$ cat config.mk
export PLATFORM = sky130hd
export DESIGN_NAME = cmd_receiver
export DESIGN_NICKNAME = d
export VERILOG_FILES = /design/src/scope_pkg.sv /design/src/cmd_receiver.sv
export SDC_FILE = /design/constraint.sdc
export NUM_CORES = 1
export LEC_CHECK = 0
export BUFFER_PORTS_ARGS = -buffer_cell sky130_fd_sc_hd__buf_2
export CORE_MARGIN = 3
export CORE_UTILIZATION = 51
export CTS_CLUSTER_DIAMETER = 40
export CTS_CLUSTER_SIZE = 40
export DETAILED_ROUTE_END_ITERATION = 8
export HOLD_SLACK_MARGIN = 0.03
export PLACE_DENSITY = 0.82
export SYNTH_ARGS = -nofsm -noshare
export SYNTH_HDL_FRONTEND = slang
export SYNTH_SLANG_ARGS = --single-unit
$ cat constraint.sdc
create_clock -name clk -period 6.8 [get_ports clk]
set_input_delay 1.7 -clock clk [delete_from_list [all_inputs] [get_ports clk]]
set_output_delay 1.7 -clock clk [all_outputs]
set_load 0.03 [all_outputs]
$ cat src/scope_pkg.sv
//----------------------------------------
// scope package
// widths, opcodes, trigger constants and
// the types shared by the command path
//----------------------------------------
package scope_pkg;

	//----------------------------------------
	// command framing and opcodes
	localparam int         CMD_BYTES = 8;        // bytes per command
	localparam logic [7:0] OP_READ   = 8'd0;     // buffer readout
	localparam logic [7:0] OP_ARM    = 8'd1;     // arm and status
	localparam logic [7:0] OP_INFO   = 8'd2;     // version, board inputs
	localparam logic [7:0] OP_TRIG   = 8'd8;     // trigger settings
	localparam logic [7:0] OP_BOARD  = 8'd10;    // board output bit

	// trigger types, as sent in the arm command
	localparam logic [7:0] TRIG_NONE = 8'd0;     // immediate
	localparam logic [7:0] TRIG_FALL = 8'd1;
	localparam logic [7:0] TRIG_RISE = 8'd2;

	localparam int FW_VERSION    = 17;
	localparam int THRESH_CENTER = 128;          // midscale of the 8-bit level
	localparam int THRESH_SHIFT  = 4;            // 8-bit level to 12-bit sample
	localparam int THRESH_BIAS   = 8;            // half step of the shifted level
	localparam int RAM_DEPTH     = 1024;

	//----------------------------------------
	// types
	typedef logic signed [11:0] sample_t;       // adc sample
	typedef logic [9:0]         ram_addr_t;     // ring buffer address
	typedef logic [15:0]        len_t;          // post length, readout bytes
	typedef logic [15:0]        count_t;        // event and post counts

	// first byte received lands in op
	typedef struct packed {
		logic [7:0] b7;
		logic [7:0] b6;
		logic [7:0] b5;
		logic [7:0] b4;
		logic [7:0] b3;
		logic [7:0] b2;
		logic [7:0] b1;
		logic [7:0] op;
	} cmd_t;

	typedef struct packed {
		sample_t    lower_th;
		sample_t    upper_th;
		logic [7:0] tot;                         // time over threshold
		logic [7:0] trig_type;
		len_t       post_len;                    // samples kept after trigger
	} trig_cfg_t;

	typedef enum logic [2:0] {
		ACQ_READY,
		ACQ_FALL_ARM,
		ACQ_FALL_WAIT,
		ACQ_RISE_ARM,
		ACQ_RISE_WAIT,
		ACQ_POST,
		ACQ_HOLD
	} acq_state_e;

endpackage

$ cat src/cmd_receiver.sv
`timescale 1ns/1ps
//----------------------------------------
// command receiver
// collects eight stream bytes into one
// command and waits for it to be served
//----------------------------------------
module cmd_receiver (
	input  logic              clk,
	input  logic              rstn,
	input  logic              i_tvalid,
	input  logic [7:0]        i_tdata,
	input  logic              i_done,
	output logic              o_tready,
	output scope_pkg::cmd_t   o_cmd,
	output logic              o_cmd_valid
);

	logic [$clog2(scope_pkg::CMD_BYTES)-1:0] byte_cnt;   // bytes taken so far
	logic                                    rx_open;    // idle, taking bytes
	logic                                    take;

	assign take     = i_tvalid && rx_open;
	assign o_tready = rx_open;

	always_ff @(posedge clk or negedge rstn) begin
		if (!rstn) begin
			byte_cnt    <= '0;
			rx_open     <= 1'b1;
			o_cmd_valid <= 1'b0;
		end else begin
			o_cmd_valid <= 1'b0;
			if (take) begin
				if (int'(byte_cnt) == scope_pkg::CMD_BYTES - 1) begin
					byte_cnt    <= '0;
					rx_open     <= 1'b0;       // closed until served
					o_cmd_valid <= 1'b1;
				end else begin
					byte_cnt <= byte_cnt + 1'b1;
				end
			end else if (i_done) begin
				rx_open <= 1'b1;
			end
		end
	end

	// shift in from the top, first byte ends at op
	always_ff @(posedge clk) begin
		if (take) o_cmd <= {i_tdata, o_cmd[63:8]};
	end

endmodule

== Word level (Yosys, flattened, before mapping) ==
Index checks and enable logic that the tools add are counted.

* Output and inout bits: 66
* Register bits after elaboration: 69
* Logic and storage cells: 23

* Reduce and logical (&&, ||, !) cells: 3
* Mux-type cells: 6
* $add $sub $neg: 1
* Equal/unequal tests: 2

{| class="wikitable"
|+ Operators with widths
! kind !! count
|-
| $mux 1 || 5
|-
| $add 3x1->3 const B || 1
|-
| $eq 3x1->1 const B || 1
|-
| $mux 3 || 1
|-
| $ne 2x1->1 const B || 1
|-
| $reduce_and 2->1 || 1
|-
| $reduce_bool 2->1 || 1
|-
| $logic_and 1x1->1 || 1
|}

== Depth between registers and ports, before layout ==
* Word-level depth: 3
* Mapped depth: 4
* Depth with buffers taken out: 4

== Worst setup path before layout ==
OpenSTA, ideal clock, no wires.

* Kind: input-to-reg
* From: in i_tvalid
* To: reg o_cmd[0] in the netlist's numbering, enable pin
* Slack: 3,328 ps
* Data required time: 6,382 ps
* Setup time: 418 ps
* Buffers on the path: 0
* Cell stages on the path: 2
* Data arrival time: 3,054 ps
* Cells stage by stage: nand2_2 -> inv_1

* Cells in the longest elaborated chain, start to end: 1

{| class="wikitable"
|+ RTL lines
! what !! RTL line !! source
|-
| start: declaration || cmd_receiver.sv:10 || <nowiki>input logic i_tvalid,</nowiki>
|-
| $logic_and 1x1->1 || cmd_receiver.sv:22 || <nowiki>assign take = i_tvalid && rx_open;</nowiki>
|-
| net take || cmd_receiver.sv:20 || <nowiki>logic take;</nowiki>
|-
| end signal: assignment || cmd_receiver.sv:48 || <nowiki>if (take) o_cmd <= {i_tdata, o_cmd[63:8]};</nowiki>
|-
| end: declaration || cmd_receiver.sv:14 || <nowiki>output scope_pkg::cmd_t o_cmd,</nowiki>
|}

The timed path passes the listed nets, and every way through them passes these cells.
A chain may end at the register's enable or synchronous reset.

== Final worst setup path ==
* From: reg rx_open (netlist: o_tready)
* To: out o_tready

{| class="wikitable"
|+ RTL lines
! what !! RTL line !! source
|-
| start: declaration || cmd_receiver.sv:19 || <nowiki>logic rx_open;</nowiki>
|-
| start signal: assignment || cmd_receiver.sv:28 || <nowiki>rx_open <= 1'b1;</nowiki>
|-
| start signal: assignment || cmd_receiver.sv:35 || <nowiki>rx_open <= 1'b0;</nowiki>
|-
| start signal: assignment || cmd_receiver.sv:41 || <nowiki>rx_open <= 1'b1;</nowiki>
|-
| end: declaration || cmd_receiver.sv:13 || <nowiki>output logic o_tready,</nowiki>
|}

No word-level cell between the ends.

==> results.toml <==
[run_status]
outcome = "completed"

[drt]
drtIter0Drc = 76
drtPass1Iterations = 4
wirelength_um = 3690
via_count = 1087
drcViolationCount = 0
wl_per_cell_um = 16.3
postRouteAntennaNets = 0
vias_per_cell = 4.81

[cts]
clk_pin_slew_ns = 0.07
clk_latency_ns = 0.32
htreeDepth = 3
root_buffer = "clkbuf_8"
cts_buffers = 9
postCtsHoldBufs = 0
clk_path_buf_depth = 2
cts_tree = "built"
post_cts_resized = 0
cts_sinks = 69
post_cts.repair.setup_buffers = 0

[layout]
n_antenna_cell = 0
layout_commonest_cell = "buf_2"
mostFrequentLayoutCells = "77 x buf_2, 64 x edfxtp_1, 9 x clkbuf_8"
area_delta_synth_final_pct = 30.4
layout.nets = 186
layout-drive-gt1-share_pct = 55.1
final_cells = 226
design_area_sq_um = 2830

[sta]
fin_skew_ns = 0.00584
fmax_mhz = 358
fin_crit_ns = 2.80
hold_violations = 0
setup_viol = 0
relSlewSlack_pct = 49.3
maxSlewViolCount = 0
tightest_slew_ns = 0.760
fin_crit_sh_pct = 41.1
final.setup.tns_ns = 0
rsz0062_at_grt = "false"

[critical_path]
worst-path-max-fanout = 5
critPathArrivalTime_ns = 1.10
critical_path_buf_inv_count = 1
crit_path_top_delay_cell = "dfstp_2"
path_class = "flop to output pin"
path_cells = "buf_2"
startpoint_type = "flop"
setup.worst_path.end_class = "output pin"
path_delay_family = "flip-flops"
required_ns = 5.10
max_stage_delay_ns = 0.57

[floorplan]
initial_utilization_pct = 53.4
dieArea_sq_um = 5070
ios = 78
die_h_um = 71.2
core_sq_um = 4060
die_w_um = 71.2
rows = 23

[synthesis]
synth_nets = 97
synth.cell_area_sq_um = 2170
yosysWarningCount = 0
ys_types = 11
synthCells = 82
ys_ff_latch = 69
yosysTopAreaCellShare_pct = 88.6
synth_top_cell_by_area = "edfxtp_1"
netlist_top_cells_area = "edfxtp_1 89%, dfrtp_1 4.6%, mux2_4 2.1%, ha_1 1.7%, dfstp_2 1.2%"
ys_seq_area_share_pct = 94.5
avgSynthCellArea_sq_um = 26.4

[power]
switchingPower_w = 0.000399
intPower_w = 0.000868
p_per_area_nw_per_um2 = 448
seqPwrFrac_pct = 49.6
p_leak_nw = 1.16
switching_share_pct = 31.5
pwr-share-comb_pct = 24.2
p_clk_share_pct = 26.2
peakVddDrop_mv = 0.232

[placed_design]
port_buffers = 77
dp_hpwl_um = 2570
dp.cells = 210
placed_area_sq_um = 2620
routabilityCongestion = 0.721

[worst_hold_path]
hold_path_class = "flop to flop"

[global_routing]
grt_start_max_net_pins = 65
grtUsageTotal_pct = 15.5
antenna_found_initial = 0
gr-total-overflow = 0
grt_pass1_wl_um = 5690
grt_pass1_vias = 1177

[run]
cap_viol_max_count = 0
## through the flow
step	hold WS (ns)	worst slack, ns	total power, W	utilization (%)
after floorplan	0.486	3.33	0.000843	-
final	0.442	4.00	0.00127	69.7
after detailed placement	0.431	3.81	0.000947	64.7
after CTS	0.443	3.99	0.00128	69.7
after global placement	0.426	3.87	0.000923	64.7
after global routing	0.452	3.97	0.00132	69.7
## logic make-up after synthesis
family	count (synthesis)	share of synthesized area, %
flops	69	94.5
simple gates	5	1.27
buf+inv	1	0.173
mux	3	2.08
fa+ha+maj	3	1.73
compound gates	1	0.289
## power groups by stage
stage,sequential (W),clock (W),combinational [W]
3_5_place_dp,0.000637,0,0.000309
5_1_grt,0.000639,0.000364,0.000321
4_1_cts,0.000630,0.000343,0.000311
2_1_floorplan,0.000781,0,0.0000618
6_report,0.000629,0.000332,0.000306
3_3_place_gp,0.000628,0,0.000295
## flip-flops by register name, indices dropped and copies added (netlist names)
signal	count
o_tready	1
byte_cnt	3
o_cmd_valid	1
o_cmd	64
## synth_stat cells
library cell  count
and3_2            1
dfrtp_1           4
mux2_4            3
inv_1             1
nor2b_1           1
edfxtp_1         64
dfstp_2           1
ha_1              3
nor2_1            2
nand2_2           1
a31oi_1           1
## final timing paths
path	to	cells past startpoint	from	slack, ns
max in group asynchronous	o_tready	1	rstn	5.39
setup reg to reg	o_cmd[58]	3	o_tready	5.06
min in group asynchronous	byte_cnt[1]	1	rstn	1.19
setup / recovery	o_tready	1	o_tready	4.00
hold / removal	o_cmd[0]	0	o_cmd[8]	0.44
hold reg to reg	o_cmd[0]	0	o_cmd[8]	0.44
## cell type report
class / instances / area [sq um]
clock buffers: 9 / 124
repair buffers: 78 / 393
fillers: 262 / 1230
clock inverters: 7 / 80.1
well taps: 50 / 62.6
multi-input cells: 12 / 116
inverters: 1 / 3.75
flip-flops and latches: 69 / 2050
## metal layers
metal | track usage [%] | part of all wire [%] | up-vias | routed length (um)
met4 | 10.4 | 2.8 | 0 | 103
met5 | 0 | 0 | - | 0
met2 | 24.2 | 47 | 71 | 1730
li1 | - | - | 503 | -
met1 | 17.7 | 40 | 501 | 1480
met3 | 6.11 | 10 | 12 | 378
(Power assumes the default switching activity.)
