**src/scope_pkg.sv**
```systemverilog
//----------------------------------------
// scope package
// widths, opcodes, trigger constants and
// the types shared by the command path
//----------------------------------------
package scope_pkg;

	//----------------------------------------
	// command framing and opcodes
	localparam int         CMD_BYTES = 8;        // bytes per command
	localparam logic [7:0] OP_READ   = 8'd0;     // buffer readout
	localparam logic [7:0] OP_ARM    = 8'd1;     // arm and status
	localparam logic [7:0] OP_INFO   = 8'd2;     // version, board inputs
	localparam logic [7:0] OP_TRIG   = 8'd8;     // trigger settings
	localparam logic [7:0] OP_BOARD  = 8'd10;    // board output bit

	// trigger types, as sent in the arm command
	localparam logic [7:0] TRIG_NONE = 8'd0;     // immediate
	localparam logic [7:0] TRIG_FALL = 8'd1;
	localparam logic [7:0] TRIG_RISE = 8'd2;

	localparam int FW_VERSION    = 17;
	localparam int THRESH_CENTER = 128;          // midscale of the 8-bit level
	localparam int THRESH_SHIFT  = 4;            // 8-bit level to 12-bit sample
	localparam int THRESH_BIAS   = 8;            // half step of the shifted level
	localparam int RAM_DEPTH     = 1024;

	//----------------------------------------
	// types
	typedef logic signed [11:0] sample_t;       // adc sample
	typedef logic [9:0]         ram_addr_t;     // ring buffer address
	typedef logic [15:0]        len_t;          // post length, readout bytes
	typedef logic [15:0]        count_t;        // event and post counts

	// first byte received lands in op
	typedef struct packed {
		logic [7:0] b7;
		logic [7:0] b6;
		logic [7:0] b5;
		logic [7:0] b4;
		logic [7:0] b3;
		logic [7:0] b2;
		logic [7:0] b1;
		logic [7:0] op;
	} cmd_t;

	typedef struct packed {
		sample_t    lower_th;
		sample_t    upper_th;
		logic [7:0] tot;                         // time over threshold
		logic [7:0] trig_type;
		len_t       post_len;                    // samples kept after trigger
	} trig_cfg_t;

	typedef enum logic [2:0] {
		ACQ_READY,
		ACQ_FALL_ARM,
		ACQ_FALL_WAIT,
		ACQ_RISE_ARM,
		ACQ_RISE_WAIT,
		ACQ_POST,
		ACQ_HOLD
	} acq_state_e;

endpackage

```
**src/cmd_dispatch.sv**
```systemverilog
`timescale 1ns/1ps
//----------------------------------------
// command dispatch
// decodes each command, holds the scope
// settings and requests the reply
//----------------------------------------
module cmd_dispatch (
	input  logic                   clk,
	input  logic                   rstn,
	input  scope_pkg::cmd_t        i_cmd,
	input  logic                   i_cmd_valid,
	input  logic                   i_reply_done,
	input  logic [7:0]             i_board_in,
	input  scope_pkg::count_t      i_event_count,
	input  scope_pkg::count_t      i_post_count,
	input  scope_pkg::ram_addr_t   i_trig_addr,
	output logic                   o_done,
	output logic                   o_word_req,
	output logic [31:0]            o_word,
	output logic                   o_burst_req,
	output scope_pkg::ram_addr_t   o_rd_start,
	output scope_pkg::len_t        o_rd_len,
	output scope_pkg::trig_cfg_t   o_cfg,
	output logic                   o_arm,
	output logic                   o_readout_done,
	output logic [7:0]             o_board_out
);

	scope_pkg::ram_addr_t pre_offset;    // samples shown before trigger
	logic                 read_busy;     // burst reply in flight
	logic [7:0]           board_next;
	logic [31:0]          reply_word;
	logic [11:0]          th_b1;
	logic [11:0]          th_b2;
	scope_pkg::sample_t   lo_th;
	scope_pkg::sample_t   hi_th;

	//----------------------------------------
	// thresholds from level b1 and hysteresis b2
	assign th_b1 = {4'd0, i_cmd.b1};
	assign th_b2 = {4'd0, i_cmd.b2};
	assign lo_th = ((th_b1 - th_b2 - 12'(scope_pkg::THRESH_CENTER)) << scope_pkg::THRESH_SHIFT)
		+ 12'(scope_pkg::THRESH_BIAS);
	assign hi_th = ((th_b1 + th_b2 - 12'(scope_pkg::THRESH_CENTER)) << scope_pkg::THRESH_SHIFT)
		+ 12'(scope_pkg::THRESH_BIAS);

	always_comb begin
		board_next = o_board_out;
		board_next[i_cmd.b1[2:0]] = i_cmd.b2[0];    // one bit per command
	end

	always_comb begin
		reply_word = '0;
		case (i_cmd.op)
			scope_pkg::OP_ARM:   reply_word = {i_event_count, i_post_count};
			scope_pkg::OP_INFO: begin
				if (i_cmd.b1 == 8'd0)      reply_word = 32'(scope_pkg::FW_VERSION);
				else if (i_cmd.b1 == 8'd1) reply_word = {4{i_board_in}};
			end
			scope_pkg::OP_TRIG:  reply_word = 32'(scope_pkg::OP_TRIG);   // echo opcode
			scope_pkg::OP_BOARD: reply_word = {24'd0, board_next};
			default: ;
		endcase
	end

	//----------------------------------------
	// settings and request pulses
	always_ff @(posedge clk or negedge rstn) begin
		if (!rstn) begin
			o_cfg <= '{lower_th: '0, upper_th: '0, tot: '0,
				trig_type: scope_pkg::TRIG_NONE, post_len: '0};
			pre_offset     <= '0;
			o_board_out    <= '0;
			read_busy      <= 1'b0;
			o_done         <= 1'b0;
			o_word_req     <= 1'b0;
			o_burst_req    <= 1'b0;
			o_arm          <= 1'b0;
			o_readout_done <= 1'b0;
		end else begin
			o_done         <= 1'b0;
			o_word_req     <= 1'b0;
			o_burst_req    <= 1'b0;
			o_arm          <= 1'b0;
			o_readout_done <= 1'b0;
			if (i_cmd_valid) begin
				case (i_cmd.op)
					scope_pkg::OP_READ: begin
						o_burst_req <= 1'b1;
						read_busy   <= 1'b1;
					end
					scope_pkg::OP_ARM: begin
						o_cfg.trig_type <= i_cmd.b1;
						o_cfg.post_len  <= {i_cmd.b5, i_cmd.b4};
						o_arm           <= 1'b1;    // fsm drops it unless ready
						o_word_req      <= 1'b1;
					end
					scope_pkg::OP_INFO: o_word_req <= 1'b1;
					scope_pkg::OP_TRIG: begin
						o_cfg.lower_th <= lo_th;
						o_cfg.upper_th <= hi_th;
						o_cfg.tot      <= i_cmd.b5;
						pre_offset     <= {i_cmd.b3[1:0], i_cmd.b4};
						o_word_req     <= 1'b1;
					end
					scope_pkg::OP_BOARD: begin
						o_board_out <= board_next;
						o_word_req  <= 1'b1;
					end
					default: o_done <= 1'b1;           // unknown, reopen at once
				endcase
			end
			if (i_reply_done) begin
				o_done <= 1'b1;
				if (read_busy) begin
					o_readout_done <= 1'b1;           // frees the held capture
					read_busy      <= 1'b0;
				end
			end
		end
	end

	// reply payload, start wraps around the ring
	always_ff @(posedge clk) begin
		if (i_cmd_valid) begin
			o_word     <= reply_word;
			o_rd_start <= i_trig_addr - pre_offset;
			o_rd_len   <= {i_cmd.b5, i_cmd.b4};
		end
	end

endmodule

```
**config.mk**
```make
export PLATFORM = sky130hd
export DESIGN_NAME = cmd_dispatch
export DESIGN_NICKNAME = d
export VERILOG_FILES = /design/src/scope_pkg.sv /design/src/cmd_dispatch.sv
export SDC_FILE = /design/constraint.sdc
export NUM_CORES = 1
export LEC_CHECK = 0
export BUFFER_PORTS_ARGS = -buffer_cell sky130_fd_sc_hd__buf_2
export CORE_UTILIZATION = 44
export DETAILED_ROUTE_END_ITERATION = 7
export PLACE_DENSITY = 0.76
export SYNTH_ARGS = -nofsm -noshare
export SYNTH_HDL_FRONTEND = slang
export SYNTH_SLANG_ARGS = --single-unit
export TNS_END_PERCENT = 50
```
**constraint.sdc**
```tcl
create_clock -name clk -period 1.95 [get_ports clk]
set_input_delay 0.39 -clock clk [delete_from_list [all_inputs] [get_ports clk]]
set_output_delay 0.39 -clock clk [all_outputs]
set_load 0.02 [all_outputs]
```
; ---- Word level (Yosys, flattened, before mapping)
; Cells that the tools add are included.
[totals]
in_bits = 118
word_cells = 59
reg_bits = 138
output_inout_bits = 127
[op_classes]
reduce_logical = 8
n_addsub = 7
magnitude_cmp = 2
n_eq_ne = 5
n_mux = 21
[op_table]
columns = op, count
row1 = $pmux 32 s4, 1
row2 = $mux 32, 2
row3 = $add 12x4->12 const B, 2
row4 = $eq 8x1->1 const B, 2
row5 = $eq 8x4->1 const B, 2
row6 = $logic_not 8->1, 2
row7 = $mux 1, 16
row8 = $sub 8x8->8 const B, 2
row9 = $sub 10x10->10, 1
row10 = $add 8x8->8, 1
row11 = $bwmux 8, 1
row12 = $eq 8x2->1 const B, 1
row13 = $sub 8x8->8, 1
row14 = $reduce_and 2->1, 3
row15 = $reduce_or 5->1, 1
row16 = $lt 3x4->1 const B, 1
row17 = $reduce_or 4->1, 1
row18 = $demux 1 s3, 1
row19 = $ge 3x1->1 const B, 1
row20 = $logic_and 1x1->1, 1

; ---- Logic depth before layout (Yosys ltp)
[depth]
ltp_word = 6
depth_mapped = 11
mapped_depth_nobuf = 11

; ---- Worst setup path before layout
; Ideal clock, no wire load.
[synth_path]
path_type = input to register
startpoint = in i_cmd[8] (netlist name)
endpoint = reg o_cfg[55] (netlist name)
t_arrival_ps = 2153
cell_stages = 11
setup_time_ps = 127
t_required_ps = 1823
path_buffers = 1
setup_slack_ps = -330
cell_sequence = buf_1 > inv_1 > ha_1 > inv_1 > ha_1 > fa_1 > a211oi_1 > o21bai_1 > a21oi_1 > xnor2_1 > o21ai_0
[synth_via]
elab_chain_cells = 3
[synth_lines]
columns = element, line
row1 = "start, declared", cmd_dispatch.sv:10  ; input scope_pkg::cmd_t i_cmd,
row2 = $sub 8x8->8 (2 in series), cmd_dispatch.sv:42  ; assign lo_th = ((th_b1 - th_b2 - 12'(scope_pkg::THRESH_CENTER)) << scope_pkg::THRESH_SHIFT)
row3 = $add 12x4->12, cmd_dispatch.sv:43  ; + 12'(scope_pkg::THRESH_BIAS);
row4 = "end signal, assigned", cmd_dispatch.sv:70  ; o_cfg <= '{lower_th: '0, upper_th: '0, tot: '0,
row5 = "end, declared", cmd_dispatch.sv:23  ; output scope_pkg::trig_cfg_t o_cfg,
; Every way passes these cells.
; A chain may end at the register's enable or synchronous reset.

; ---- Worst setup path in the final report
[layout_path]
startpoint = reg pre_offset[0]
endpoint = reg o_rd_start[8], data pin
[layout_via]
elab_chain_cells = 1
[layout_lines]
columns = element, line
row1 = "start, declared", cmd_dispatch.sv:29  ; scope_pkg::ram_addr_t pre_offset;
row2 = "start signal, assigned", cmd_dispatch.sv:103  ; pre_offset <= {i_cmd.b3[1:0], i_cmd.b4};
row3 = $sub 10x10->10, cmd_dispatch.sv:127  ; o_rd_start <= i_trig_addr - pre_offset;
row4 = "end signal, assigned", cmd_dispatch.sv:127
row5 = "end, declared", cmd_dispatch.sv:21  ; output scope_pkg::ram_addr_t o_rd_start,
; Every way passes these cells.

==> results.yml <==
outcome:
  status: "finished clean"
timing:
  setup_ws_ns: 0.05627
  rsz0062_at_grt: "true"
  finalHoldViolations: 0
  fin_tns_setup_ns: 0
  skew_ns: 0.009441
  slew_headroom: 0.4841
  holdWs_ns: 0.1821
  finalMaxSlewViolations: 0
  final-setup-viol-count: 0
  tightest_slew_ns: 0.7739
  fmax_ghz: 0.5281
  final.min_clock_period_ns: 1.894
  post-route-period-util: 0.9711
synth:
  yosys-top-cells-area: "dfrtp_1 29%, edfxtp_1 28%, ha_1 6.9%"
  syn_inst: 544
  ys_seq_elements: 130
  yosys_warnings: 0
  synth_flop_cell: "dfrtp_1"
  synth_edf_count: 58
  yosysSeqAreaShare: 0.5624
  yosysMostFrequentCell: "nand2_1"
  netlist_top_cells_count: "111 x nand2_1, 72 x dfrtp_1, 58 x edfxtp_1, 35 x ha_1, 31 x inv_1"
  async_flop_share: 0.5538
  syn-mean-instance-area_um2: 11.58
  synthDistinctLibCells: 52
  synth_area_leader_cell: "dfrtp_1"
  syn_area_um2: 6301
  netlist.area_leader.share: 0.2859
route:
  detail_route.wl_per_cell_um: 15.57
  via_count: 4924
  viasPerCell: 4.949
  antenna_left: 0
  drcViolationCount: 0
  drt_iter0_markers: 330
  wl_um: 15490
  dr.pass1.iters: 5
setup_path:
  cp.arrival_ns: 2.06
  end_kind: "flop"
  cp_data_required_time_ns: 2.11
  worstPathMaxFanout: 2
  startpoint_type: "flop"
  crit_type: "flop to flop"
  cp_slowest_stage_delay_ns: 0.36
  critPathSlowestCell: "fa_2"
  worstPathCellList: "ha_2 -> inv_1 -> fa_2 -> a21oi_2 -> o211ai_1 -> nor3_2 -> o21bai_1 -> xor2_1"
placed_design:
  port_buffers: 216
  placedCellCount: 962
  gp_congestion: 0.8305
  placed_area_um2: 7891
  dp_slack_ns: -0.2823
  dp_hpwl_um: 11430
floorplan:
  io_pins: 245
  initial_core_util: 0.4522
  die_w_um: 121.7
  row_count: 43
  fp.dieH_um: 121.7
  die_area_um2: 14800
  core_area_um2: 13930
clocking:
  h-tree-depth: 4
  post_cts_buffers: 0
  clockRootBuffer: "clkbuf_16"
  cts.sinks: 130
  cts_tree: "yes"
  numCtsBuffers: 17
  clock_tree.buffer_depth: 2
  cts.clk_slew.worst_paths_ns: 0.06
  clkLatencyLatePin_ns: 0.41
grt:
  grt_pass1_vias: 4716
  grt_usage: 0.2130
  antenna_found_initial: 0
  grt-ovfl-total: 0
  grt_max_degree: 60
  grt_pass1_wl_um: 23710
final_layout:
  instances_no_fill: 995
  drive_gt1_frac: 0.4258
  area_delta_synth_final_pct: 35.58
  fin_nets: 958
  diodes: 0
  post-route-util: 0.6131
  fin_area_um2: 8543
min_path:
  min_path_type: "primary input to flop"
flow_run:
  maxCapViolCount: 0
power:
  fin_total_pwr_mw: 7.416
  p_leak_nw: 4.363
  ir_drop_mv: 0.5347
  p_per_area_nw_per_um2: 868.0
==> path summary, 6_finish.rpt <==
check | from | endpoint | slack, ns | cells past startpoint
max | pre_offset[0] | o_rd_start[8] | 0.06 | 8
min | i_cmd[46] | o_rd_len[14] | 0.18 | 1
max reg2reg | pre_offset[0] | o_rd_start[8] | 0.06 | 8
min reg2reg | o_cfg[15] | o_cfg[15] | 0.47 | 2
max in group asynchronous | rstn | o_cfg[16] | 0.95 | 3
min in group asynchronous | rstn | o_board_out[0] | 0.42 | 2
==> critical path, delay by kind of cell, from the launching register on <==
family	cells	cell delay [ns]
AOI/OAI and AO/OA	3	0.43
xor gates and xnor gates	1	0.14
adders and majority gates	2	0.55
buffers and inverters	1	0.06
DFF	1	0.35
and+or+nand+nor	1	0.13
==> routing by layer <==
| layer | share of wire | track usage | vias to the layer above |
|---|---|---|---|
| met2 | 0.51 | 0.3572 | 188 |
| met3 | 0.053 | 0.05243 | 18 |
| met4 | 0.012 | 0.06636 | 0 |
| met5 | 0 | 0 | - |
| met1 | 0.42 | 0.2707 | 2329 |
| li1 | - | - | 2389 |
==> sequential cells by signal (all words and copies together), names as in the netlist <==
register        flops
o_done              1
o_arm               1
o_readout_done      1
read_busy           1
o_word             32
o_rd_len           16
o_burst_req         1
o_cfg              48
pre_offset         10
o_word_req          1
o_rd_start         10
o_board_out         8
==> final cells by class <==
type / count / area [µm²]
repair buffers: 261 / 1461
clock inverters: 11 / 122.6
clock buffers: 21 / 493.0
well taps: 180 / 225.2
inverters: 32 / 122.6
multi-input cells: 360 / 2575
flip-flops and latches: 130 / 3543
fillers: 1161 / 5391
==> logic make-up after synthesis <==
group                    synth area share
AND/OR/NAND/NOR                    0.1237
flip-flops                         0.5624
AO/OA/AOI/OAI                     0.08281
buffers and inverters             0.04428
multiplexers                      0.07943
adder cells (fa/ha/maj)           0.07903
XOR/XNOR                          0.02780
other                           0.0005951
==> timing repair <==
| item | in CTS | in global routing |
|---|---|---|
| hold buffers | 1 | 0 |
| pin swaps | 1 | 2 |
| gates resized for setup | 1 | 5 |
| endpoints found under the setup margin | 1 | 3 |
| cloned | 0 | 0 |
| hold endpoints to repair | 23 | 0 |
==> power by group <==
group	internal [mW]	switching (mW)	total (mW)
clock	2.07	1.18	3.24
combinational	0.460	0.635	1.10
sequential	3.02	0.0531	3.08
total	5.55	1.87	7.42
==> placed cells by master, fill, tap and decap left out, types with 4 or more instances in the layout <==
cell,n
nor3_1,6
nand2b_1,7
ha_1,30
mux2_4,15
inv_1,29
a21o_1,7
dfrtp_1,72
o21bai_1,5
mux2i_1,5
a211oi_1,4
xnor2_1,10
xor2_1,10
nor2_1,18
a21oi_1,14
buf_4,42
clkbuf_16,19
buf_2,215
edfxtp_1,58
nand3_1,5
nand2_1,111
mux2_2,20
nor2b_1,4
conb_1,6
a22o_1,6
o22ai_1,4
o21ai_0,28
Note: power is estimated with default switching activity, not from simulation.
