**src/scope_pkg.sv**
```systemverilog
//----------------------------------------
// scope package
// widths, opcodes, trigger constants and
// the types shared by the command path
//----------------------------------------
package scope_pkg;

	//----------------------------------------
	// command framing and opcodes
	localparam int         CMD_BYTES = 8;        // bytes per command
	localparam logic [7:0] OP_READ   = 8'd0;     // buffer readout
	localparam logic [7:0] OP_ARM    = 8'd1;     // arm and status
	localparam logic [7:0] OP_INFO   = 8'd2;     // version, board inputs
	localparam logic [7:0] OP_TRIG   = 8'd8;     // trigger settings
	localparam logic [7:0] OP_BOARD  = 8'd10;    // board output bit

	// trigger types, as sent in the arm command
	localparam logic [7:0] TRIG_NONE = 8'd0;     // immediate
	localparam logic [7:0] TRIG_FALL = 8'd1;
	localparam logic [7:0] TRIG_RISE = 8'd2;

	localparam int FW_VERSION    = 17;
	localparam int THRESH_CENTER = 128;          // midscale of the 8-bit level
	localparam int THRESH_SHIFT  = 4;            // 8-bit level to 12-bit sample
	localparam int THRESH_BIAS   = 8;            // half step of the shifted level
	localparam int RAM_DEPTH     = 1024;

	//----------------------------------------
	// types
	typedef logic signed [11:0] sample_t;       // adc sample
	typedef logic [9:0]         ram_addr_t;     // ring buffer address
	typedef logic [15:0]        len_t;          // post length, readout bytes
	typedef logic [15:0]        count_t;        // event and post counts

	// first byte received lands in op
	typedef struct packed {
		logic [7:0] b7;
		logic [7:0] b6;
		logic [7:0] b5;
		logic [7:0] b4;
		logic [7:0] b3;
		logic [7:0] b2;
		logic [7:0] b1;
		logic [7:0] op;
	} cmd_t;

	typedef struct packed {
		sample_t    lower_th;
		sample_t    upper_th;
		logic [7:0] tot;                         // time over threshold
		logic [7:0] trig_type;
		len_t       post_len;                    // samples kept after trigger
	} trig_cfg_t;

	typedef enum logic [2:0] {
		ACQ_READY,
		ACQ_FALL_ARM,
		ACQ_FALL_WAIT,
		ACQ_RISE_ARM,
		ACQ_RISE_WAIT,
		ACQ_POST,
		ACQ_HOLD
	} acq_state_e;

endpackage

```
**src/trigger_fsm.sv**
```systemverilog
`timescale 1ns/1ps
//----------------------------------------
// acquisition state machine
// writes the ring buffer, detects the
// trigger and counts post samples
//----------------------------------------
module trigger_fsm (
	input  logic                   clk,
	input  logic                   rstn,
	input  scope_pkg::sample_t     i_sample,
	input  scope_pkg::trig_cfg_t   i_cfg,
	input  logic                   i_arm,
	input  logic                   i_readout_done,
	output logic                   o_wr_en,
	output scope_pkg::ram_addr_t   o_wr_addr,
	output scope_pkg::sample_t     o_wr_data,
	output scope_pkg::ram_addr_t   o_trig_addr,
	output scope_pkg::count_t      o_event_count,
	output scope_pkg::count_t      o_post_count
);

	scope_pkg::acq_state_e state;
	scope_pkg::acq_state_e state_nx;
	logic [7:0]            tot_cnt;      // samples past threshold
	logic                  above;
	logic                  below;

	assign above     = (i_sample > i_cfg.upper_th);     // signed compare
	assign below     = (i_sample < i_cfg.lower_th);
	assign o_wr_data = i_sample;                        // written on this edge

	//----------------------------------------
	// next state
	always_comb begin
		state_nx = state;
		case (state)
			scope_pkg::ACQ_READY: begin
				if (i_arm) begin
					if (i_cfg.trig_type == scope_pkg::TRIG_FALL)
						state_nx = scope_pkg::ACQ_FALL_ARM;
					else if (i_cfg.trig_type == scope_pkg::TRIG_RISE)
						state_nx = scope_pkg::ACQ_RISE_ARM;
					else
						state_nx = scope_pkg::ACQ_POST;   // immediate
				end
			end
			scope_pkg::ACQ_FALL_ARM:  if (below) state_nx = scope_pkg::ACQ_FALL_WAIT;
			scope_pkg::ACQ_FALL_WAIT: if (above && tot_cnt >= i_cfg.tot) state_nx = scope_pkg::ACQ_POST;
			scope_pkg::ACQ_RISE_ARM:  if (above) state_nx = scope_pkg::ACQ_RISE_WAIT;
			scope_pkg::ACQ_RISE_WAIT: if (below && tot_cnt >= i_cfg.tot) state_nx = scope_pkg::ACQ_POST;
			scope_pkg::ACQ_POST: begin
				// trigger sample counts as the first one kept
				if (scope_pkg::count_t'(o_post_count + 1'b1) >= i_cfg.post_len)
					state_nx = scope_pkg::ACQ_HOLD;
			end
			scope_pkg::ACQ_HOLD: if (i_readout_done) state_nx = scope_pkg::ACQ_READY;
			default: state_nx = scope_pkg::ACQ_READY;
		endcase
	end

	always_ff @(posedge clk or negedge rstn) begin
		if (!rstn) begin
			state         <= scope_pkg::ACQ_READY;
			o_wr_en       <= 1'b0;
			o_wr_addr     <= '0;
			o_trig_addr   <= '0;
			tot_cnt       <= '0;
			o_post_count  <= '0;
			o_event_count <= '0;
		end else begin
			state   <= state_nx;
			o_wr_en <= (state_nx != scope_pkg::ACQ_HOLD);   // frozen while held
			if (o_wr_en) o_wr_addr <= o_wr_addr + 1'b1;
			if (state == scope_pkg::ACQ_READY)
				tot_cnt <= '0;
			else if ((state == scope_pkg::ACQ_FALL_WAIT && above) ||
				(state == scope_pkg::ACQ_RISE_WAIT && below))
				tot_cnt <= tot_cnt + 1'b1;
			// address of the trigger sample
			if (state_nx == scope_pkg::ACQ_POST && state != scope_pkg::ACQ_POST)
				o_trig_addr <= o_wr_addr;
			if (state == scope_pkg::ACQ_HOLD)
				o_post_count <= '1;                       // capture ready
			else if (state == scope_pkg::ACQ_POST || state_nx == scope_pkg::ACQ_POST)
				o_post_count <= o_post_count + 1'b1;
			else
				o_post_count <= '0;
			if (state == scope_pkg::ACQ_POST && state_nx == scope_pkg::ACQ_HOLD)
				o_event_count <= o_event_count + 1'b1;
		end
	end

endmodule
```
**config.mk**
```make
export PLATFORM = sky130hd
export DESIGN_NAME = trigger_fsm
export DESIGN_NICKNAME = d
export VERILOG_FILES = /design/src/scope_pkg.sv /design/src/trigger_fsm.sv
export SDC_FILE = /design/constraint.sdc
export NUM_CORES = 1
export LEC_CHECK = 0
export BUFFER_PORTS_ARGS = -buffer_cell sky130_fd_sc_hd__buf_2
export CORE_ASPECT_RATIO = 0.7
export CORE_UTILIZATION = 36
export DETAILED_ROUTE_END_ITERATION = 6
export SLEW_MARGIN = 40
export SYNTH_ARGS = -nofsm -noshare
export SYNTH_HDL_FRONTEND = slang
export SYNTH_SLANG_ARGS = --single-unit
```
**constraint.sdc**
```tcl
create_clock -name clk -period 4.2 [get_ports clk]
set_input_delay 0.21 -clock clk [delete_from_list [all_inputs] [get_ports clk]]
set_output_delay 0.21 -clock clk [all_outputs]
set_load 0.05 [all_outputs]
```
Yosys cells after proc, flatten, opt, wreduce, memory -nomap -nowiden
Index checks and enable logic that the tools add are counted.
{ "classes": {"addsub": 4, "n_lt_le_gt_ge": 4, "n_eq_ne": 12, "n_mux": 14, "n_reduce_logical": 10} }
{ "ops": {"columns": ["operator", "n"], "rows": [
  ["$add A16 B1 Y16 const B", 2],
  ["$mux W16", 2],
  ["$mux W3", 9],
  ["$pmux W3 S7", 1],
  ["$ge A16 B16 Y1", 1],
  ["$mux W8", 2],
  ["$eq A3 B3 Y1 const B", 5],
  ["$gt A12 B12 Y1", 1],
  ["$lt A12 B12 Y1", 1],
  ["$add A10 B1 Y10 const B", 1],
  ["$add A8 B1 Y8 const B", 1],
  ["$eq A8 B1 Y1 const B", 1],
  ["$eq A8 B2 Y1 const B", 1],
  ["$ge A8 B8 Y1", 1],
  ["$eq A3 B2 Y1 const B", 2],
  ["$logic_and A1 B1 Y1", 6],
  ["$ne A3 B3 Y1 const B", 2],
  ["$eq A3 B1 Y1 const B", 1],
  ["$logic_not A3 Y1", 1],
  ["$logic_or A1 B1 Y1", 2],
  ["$reduce_bool A2 Y1", 1]
]} }
{ "word_totals": {"ff_bits": 64, "input_bits": 72} }

Depth between registers and ports, before layout
{ "depth": {"ltp_word": 9, "ltp_mapped": 17, "depth_no_buf": 15} }

Least setup slack after synthesis
No wires, ideal clock.
{ "synth_timing": {"path_kind": "register to register", "from": "reg o_post_count[2]", "to": "reg o_trig_addr[0]", "setup_time_ps": 125, "arrival_ps": 3692, "required_time_ps": 4075, "slack_ps": 383, "stages_incl_launch_ff": 16, "path_buffers": 2, "synth_period_minus_slack_ps": 3817, "cell_sequence": "dfrtp_1 > and3_1 > and3_1 > nand2_1 > nor4_1 > xor2_1 > ha_1 > and4_1 > nand2_1 > o31ai_1 > o21ai_0 > or4_1 > buf_6 > nand3b_4 > buf_12 > mux2_4"} }
{ "synth_via": {"elab_chain_len": 6} }
{ "synth_rtl": {"columns": ["item", "line", "text"], "rows": [
  ["start: declaration", "trigger_fsm.sv:19", "output scope_pkg::count_t o_post_count"],
  ["start signal: assignment", "trigger_fsm.sv:85", "o_post_count <= o_post_count + 1'b1;"],
  ["$add A16 B1 Y16", "trigger_fsm.sv:53", "if (scope_pkg::count_t'(o_post_count + 1'b1) >= i_cfg.post_len)"],
  ["$ge A16 B16 Y1", "trigger_fsm.sv:53", null],
  ["$mux W3", "trigger_fsm.sv:53", null],
  ["$pmux W3 S7", "trigger_fsm.sv:36", "case (state)"],
  ["$eq A3 B3 Y1", "trigger_fsm.sv:80", "if (state_nx == scope_pkg::ACQ_POST && state != scope_pkg::ACQ_POST)"],
  ["$logic_and A1 B1 Y1", "trigger_fsm.sv:80", null],
  ["end signal: assignment", "trigger_fsm.sv:81", "o_trig_addr <= o_wr_addr;"],
  ["end: declaration", "trigger_fsm.sv:17", "output scope_pkg::ram_addr_t o_trig_addr,"]
]} }
Every way passes these cells.
A chain may end at the register's enable or synchronous reset.

Worst setup path after layout
{ "layout_timing": {"from": "reg o_post_count[2]", "to": "reg o_trig_addr[7]"} }
The elaborated chain is that of the path after synthesis.

==> summary.md <==
The flow ran to the end, and the final reports show no timing, DRC or antenna violations. The maximum achievable frequency is 258.0 MHz, and the number of nets in the finished design is 737. In this run the cell area of the synthesized design comes to 4457 µm². Input and output buffers added on the ports amount to 136. CTS placed an instance of sky130_fd_sc_hd__clkbuf_16 at the clock tree root. The repair_antennas step left the layout with diodes totalling 0. The post-synthesis average cell area is 9.227 µm², and the area inside the core boundary is 11890 µm². The logs give 4410 ps for the required time reported for the critical path endpoint and 10.85 mm for the wire length reported by the detailed router. The worst setup path is captured at a register. For the final routed DRC violation total, the log shows 0.

Classification of the worst setup path: reg2reg. Delay contributed by the slowest stage of the critical path: 550 ps. The synthesized netlist cell count is 483, and the global-route wire length before repair is 18.08 mm.

The run gives 2 as the worst-case clock buffer depth. The setup check on the worst reg-to-reg path leaves a slack of 320 ps. Setup repair after global routing left no endpoint under its margin. In this run, synthesis inferred 0 flip-flops with an integrated enable. Cell family contributing the most delay on the critical path: simple AND/OR/NAND/NOR gates. After the first detailed-routing iteration, the DRC count stood at 170. The first-pass iteration count of the detailed router was 5; the number of instances on the worst hold path was 3. The tools report the source-to-sink clock delay at the later pin of the worst-skew pair as 330 ps.

The max-slew violation count came out at 0. The average wire per cell in the routed design was 13.98 µm. The number of non-filler instances in the completed layout is 776, and the die span in x is 135.0 µm.

For the pin with the worst max-slew slack, the measured transition is 821.1 ps. The share of synthesized registers carrying an async set or reset was 100.0%. Summing over every cut layer, the via total after detailed routing is 3817. Number of antenna violations at the first check in global routing: 0. After clock tree synthesis, the clock-pin slew on the worst setup and hold paths is 60 ps. Before CTS, the worst setup slack after placement is 401.4 ps.

On the final layout, the worst clock skew is 6.802 ps. The largest individual stage delay along the critical path comes from the cell sky130_fd_sc_hd__or4_1. The number of global-route vias before repair is 3758.

In the synthesized netlist the dominant register cell turns out to be sky130_fd_sc_hd__dfrtp_1. Max-cap violations in this run came to 0. The startpoint identified for the worst register-to-register timing path is o_post_count[2]. Buffers added to address setup during post-CTS repair amount to 0. The congestion estimate from routability-driven global placement came to 0.8383. The arrival time of data at the critical path endpoint came out at 4090 ps. The startpoint identified for the worst hold timing path is i_readout_done. The worst reg2reg path depth is 13.

The logs give 0 for the setup violation total in the final timing report and 12840 µm² for the floorplan die area. The number of different library cells used by synthesis comes to 51. In this run the worst path has a maximum fanout of 10.

The tools report the HPWL reported at the end of detailed placement as 8.642 mm. In this run the number of H-tree levels came out at 3. Dividing the final minimum period by the clock period gives 92.27%.

The die height was 95.09 µm. For this configuration, the core starts out at a cell density of 37.48%. The worst hold path terminates at o_wr_en. The worst register-to-register path ends at o_trig_addr[7]. Using the TritonRoute via totals, the vias-per-cell ratio works out to 4.919. The hold violation total from the final report is 0. For this run the aggregate overflow at the end of global routing stands at 0. The logs give 33 for the number of cell rows and 35.93% for the sequential fraction of the synthesis area. In this run the tightest slew margin relative to its limit is 45.25%. At the end of the flow the core is filled with cells to 47.24%. The number of buffers and inverters on the critical path works out to 0.

The worst setup path is launched from a register. During I/O placement, the number of pins put on the boundary was 137. The largest net degree at the start of global routing is 30. Once the clock tree was built, the resizer swapped 0 gates to a different size.

Once placement finished, the instance area stood at 5239 µm². The tools report the global-route usage over all layers as 18.08%. Across the VDD grid, the largest voltage drop is 380.0 µV. The leakage power total was 3.131 nW. The number of cells after detailed placement is 759, and the synthesis-to-layout area growth is 26.05%.

The count of nets left with antenna violations after detail routing was 0; the TritonCTS buffer count was 9. The smallest clock period supported by the final layout is computed as 3875 ps. The logs give 606 for the net count after synthesis and 158.8 ps for the worst hold-check slack. The post-synthesis register bit count was 64.

Traced cell by cell, the critical path runs through and3_1 -> and3_1 -> nand2_1 -> nor4_1 -> xor2_1 -> ha_1 -> and4_1 -> nand2_1 -> o31ai_1 -> o21ai_0 -> or4_1 -> nand3b_4 -> mux2_4. The min-delay analysis places its worst path in the category in2reg. For the quantity of hold-fixing buffers added after cts, the log shows 1. The worst setup margin was 324.8 ps; the areal power density over the cells was 676.7 nW/µm². The total power draw was 3.801 mW. The logs give 0 for the total number of yosys warnings and 0 ps for the setup TNS after final layout.

The clock drives 64 sinks. The run gives 5618 µm² as the design area. Cells with a size suffix above 1 make up 29.08% of the layout. TritonCTS built the clock tree.
[placed cells by master, fill, tap and decap left out, drive strengths merged, types with 2 or more instances in the layout]
cell | synthesis | final
a2111oi | 2 | 2
a211oi | 4 | 4
a21oi | 14 | 14
a31oi | 2 | 2
and3 | 8 | 8
and4 | 3 | 3
buf | 15 | 141
bufinv | 0 | 4
clkbuf | 7 | 9
clkinvlp | 0 | 2
dfrtp | 64 | 64
ha | 51 | 51
inv | 55 | 55
mux2 | 12 | 12
mux2i | 7 | 7
nand2 | 54 | 54
nand2b | 5 | 5
nand3 | 40 | 40
nand4 | 15 | 15
nor2 | 33 | 33
nor2b | 3 | 3
nor3 | 7 | 7
nor4 | 3 | 3
o211ai | 5 | 5
o21a | 5 | 5
o21ai | 9 | 9
o31ai | 2 | 2
or2 | 3 | 3
or3 | 2 | 2
or4 | 2 | 2
xnor2 | 21 | 21
xor2 | 19 | 19
[cell type report]
class / count / area [µm²]
Fill cell: 1159 / 6274
Clock inverter: 7 / 143.9
Clock buffer: 9 / 225.2
Sequential cell: 64 / 1602
Tap cell: 157 / 196.4
Multi-Input combinational cell: 342 / 2496
Timing Repair Buffer: 142 / 748.2
Inverter: 55 / 206.4
[flip-flops by register name, summed over array words and instances, names as in the netlist]
| name | flops |
|---|---|
| tot_cnt | 8 |
| o_post_count | 16 |
| state | 3 |
| o_event_count | 16 |
| o_trig_addr | 10 |
| o_wr_en | 1 |
| o_wr_addr | 10 |
[worst max-delay path by stage]
stage	from	to	slack (ps)	depth (start not counted)
after floorplan	o_post_count[2]	o_trig_addr[0]	380	15
after global placement	o_post_count[2]	o_trig_addr[1]	580	14
after detailed placement	o_post_count[2]	o_trig_addr[7]	400	13
after CTS	o_post_count[2]	o_trig_addr[7]	320	13
after global routing	o_post_count[2]	o_post_count[1]	40	14
final	o_post_count[2]	o_trig_addr[7]	320	13
[cell families after synthesis]
logic type / after synthesis / synth area share, %
DFF: 64 / 35.93
adders and majority gates: 51 / 14.32
AOI/OAI and AO/OA: 51 / 8.366
and+or+nand+nor: 181 / 20.02
buffers and inverters: 77 / 8.057
muxes: 19 / 5.446
xor gates and xnor gates: 40 / 7.861
[metal layers]
layer  track usage [%]  share of wire [%]  vias to the layer above
met5                 0                  0                        -
met4             5.243                1.1                        0
met3             4.147                5.9                       12
met2             28.14                 44                      106
met1             25.08                 49                     1785
li1                  -                  -                     1914
[report_power, final]
group	leakage, nW	internal [mW]	switching (mW)	total, mW
sequential	0.832	0.818	0.249	1.07
clock	0.172	0.640	0.277	0.917
combinational	2.13	0.614	1.20	1.82
total	3.13	2.07	1.73	3.80
[worst min-delay path, cell delays in order]
cell and delay (ps):
sky130_fd_sc_hd__buf_2 90, sky130_fd_sc_hd__nor2_1 50, sky130_fd_sc_hd__nor2_1 90
[Yosys cell counts, types with 8 or more instances]
cell	count	area share [%]
sky130_fd_sc_hd__nand3_1	40	4.5
sky130_fd_sc_hd__nand4_1	15	2.1
sky130_fd_sc_hd__a21oi_1	13	1.5
sky130_fd_sc_hd__xor2_1	19	3.7
sky130_fd_sc_hd__buf_4	12	2.0
sky130_fd_sc_hd__mux2_4	10	3.4
sky130_fd_sc_hd__dfrtp_1	64	36
sky130_fd_sc_hd__nor2_1	33	2.8
sky130_fd_sc_hd__xnor2_1	21	4.1
sky130_fd_sc_hd__and3_1	8	1.1
sky130_fd_sc_hd__nand2_1	54	4.5
sky130_fd_sc_hd__inv_1	55	4.6
sky130_fd_sc_hd__ha_1	51	14
(Power assumes the default switching activity.)
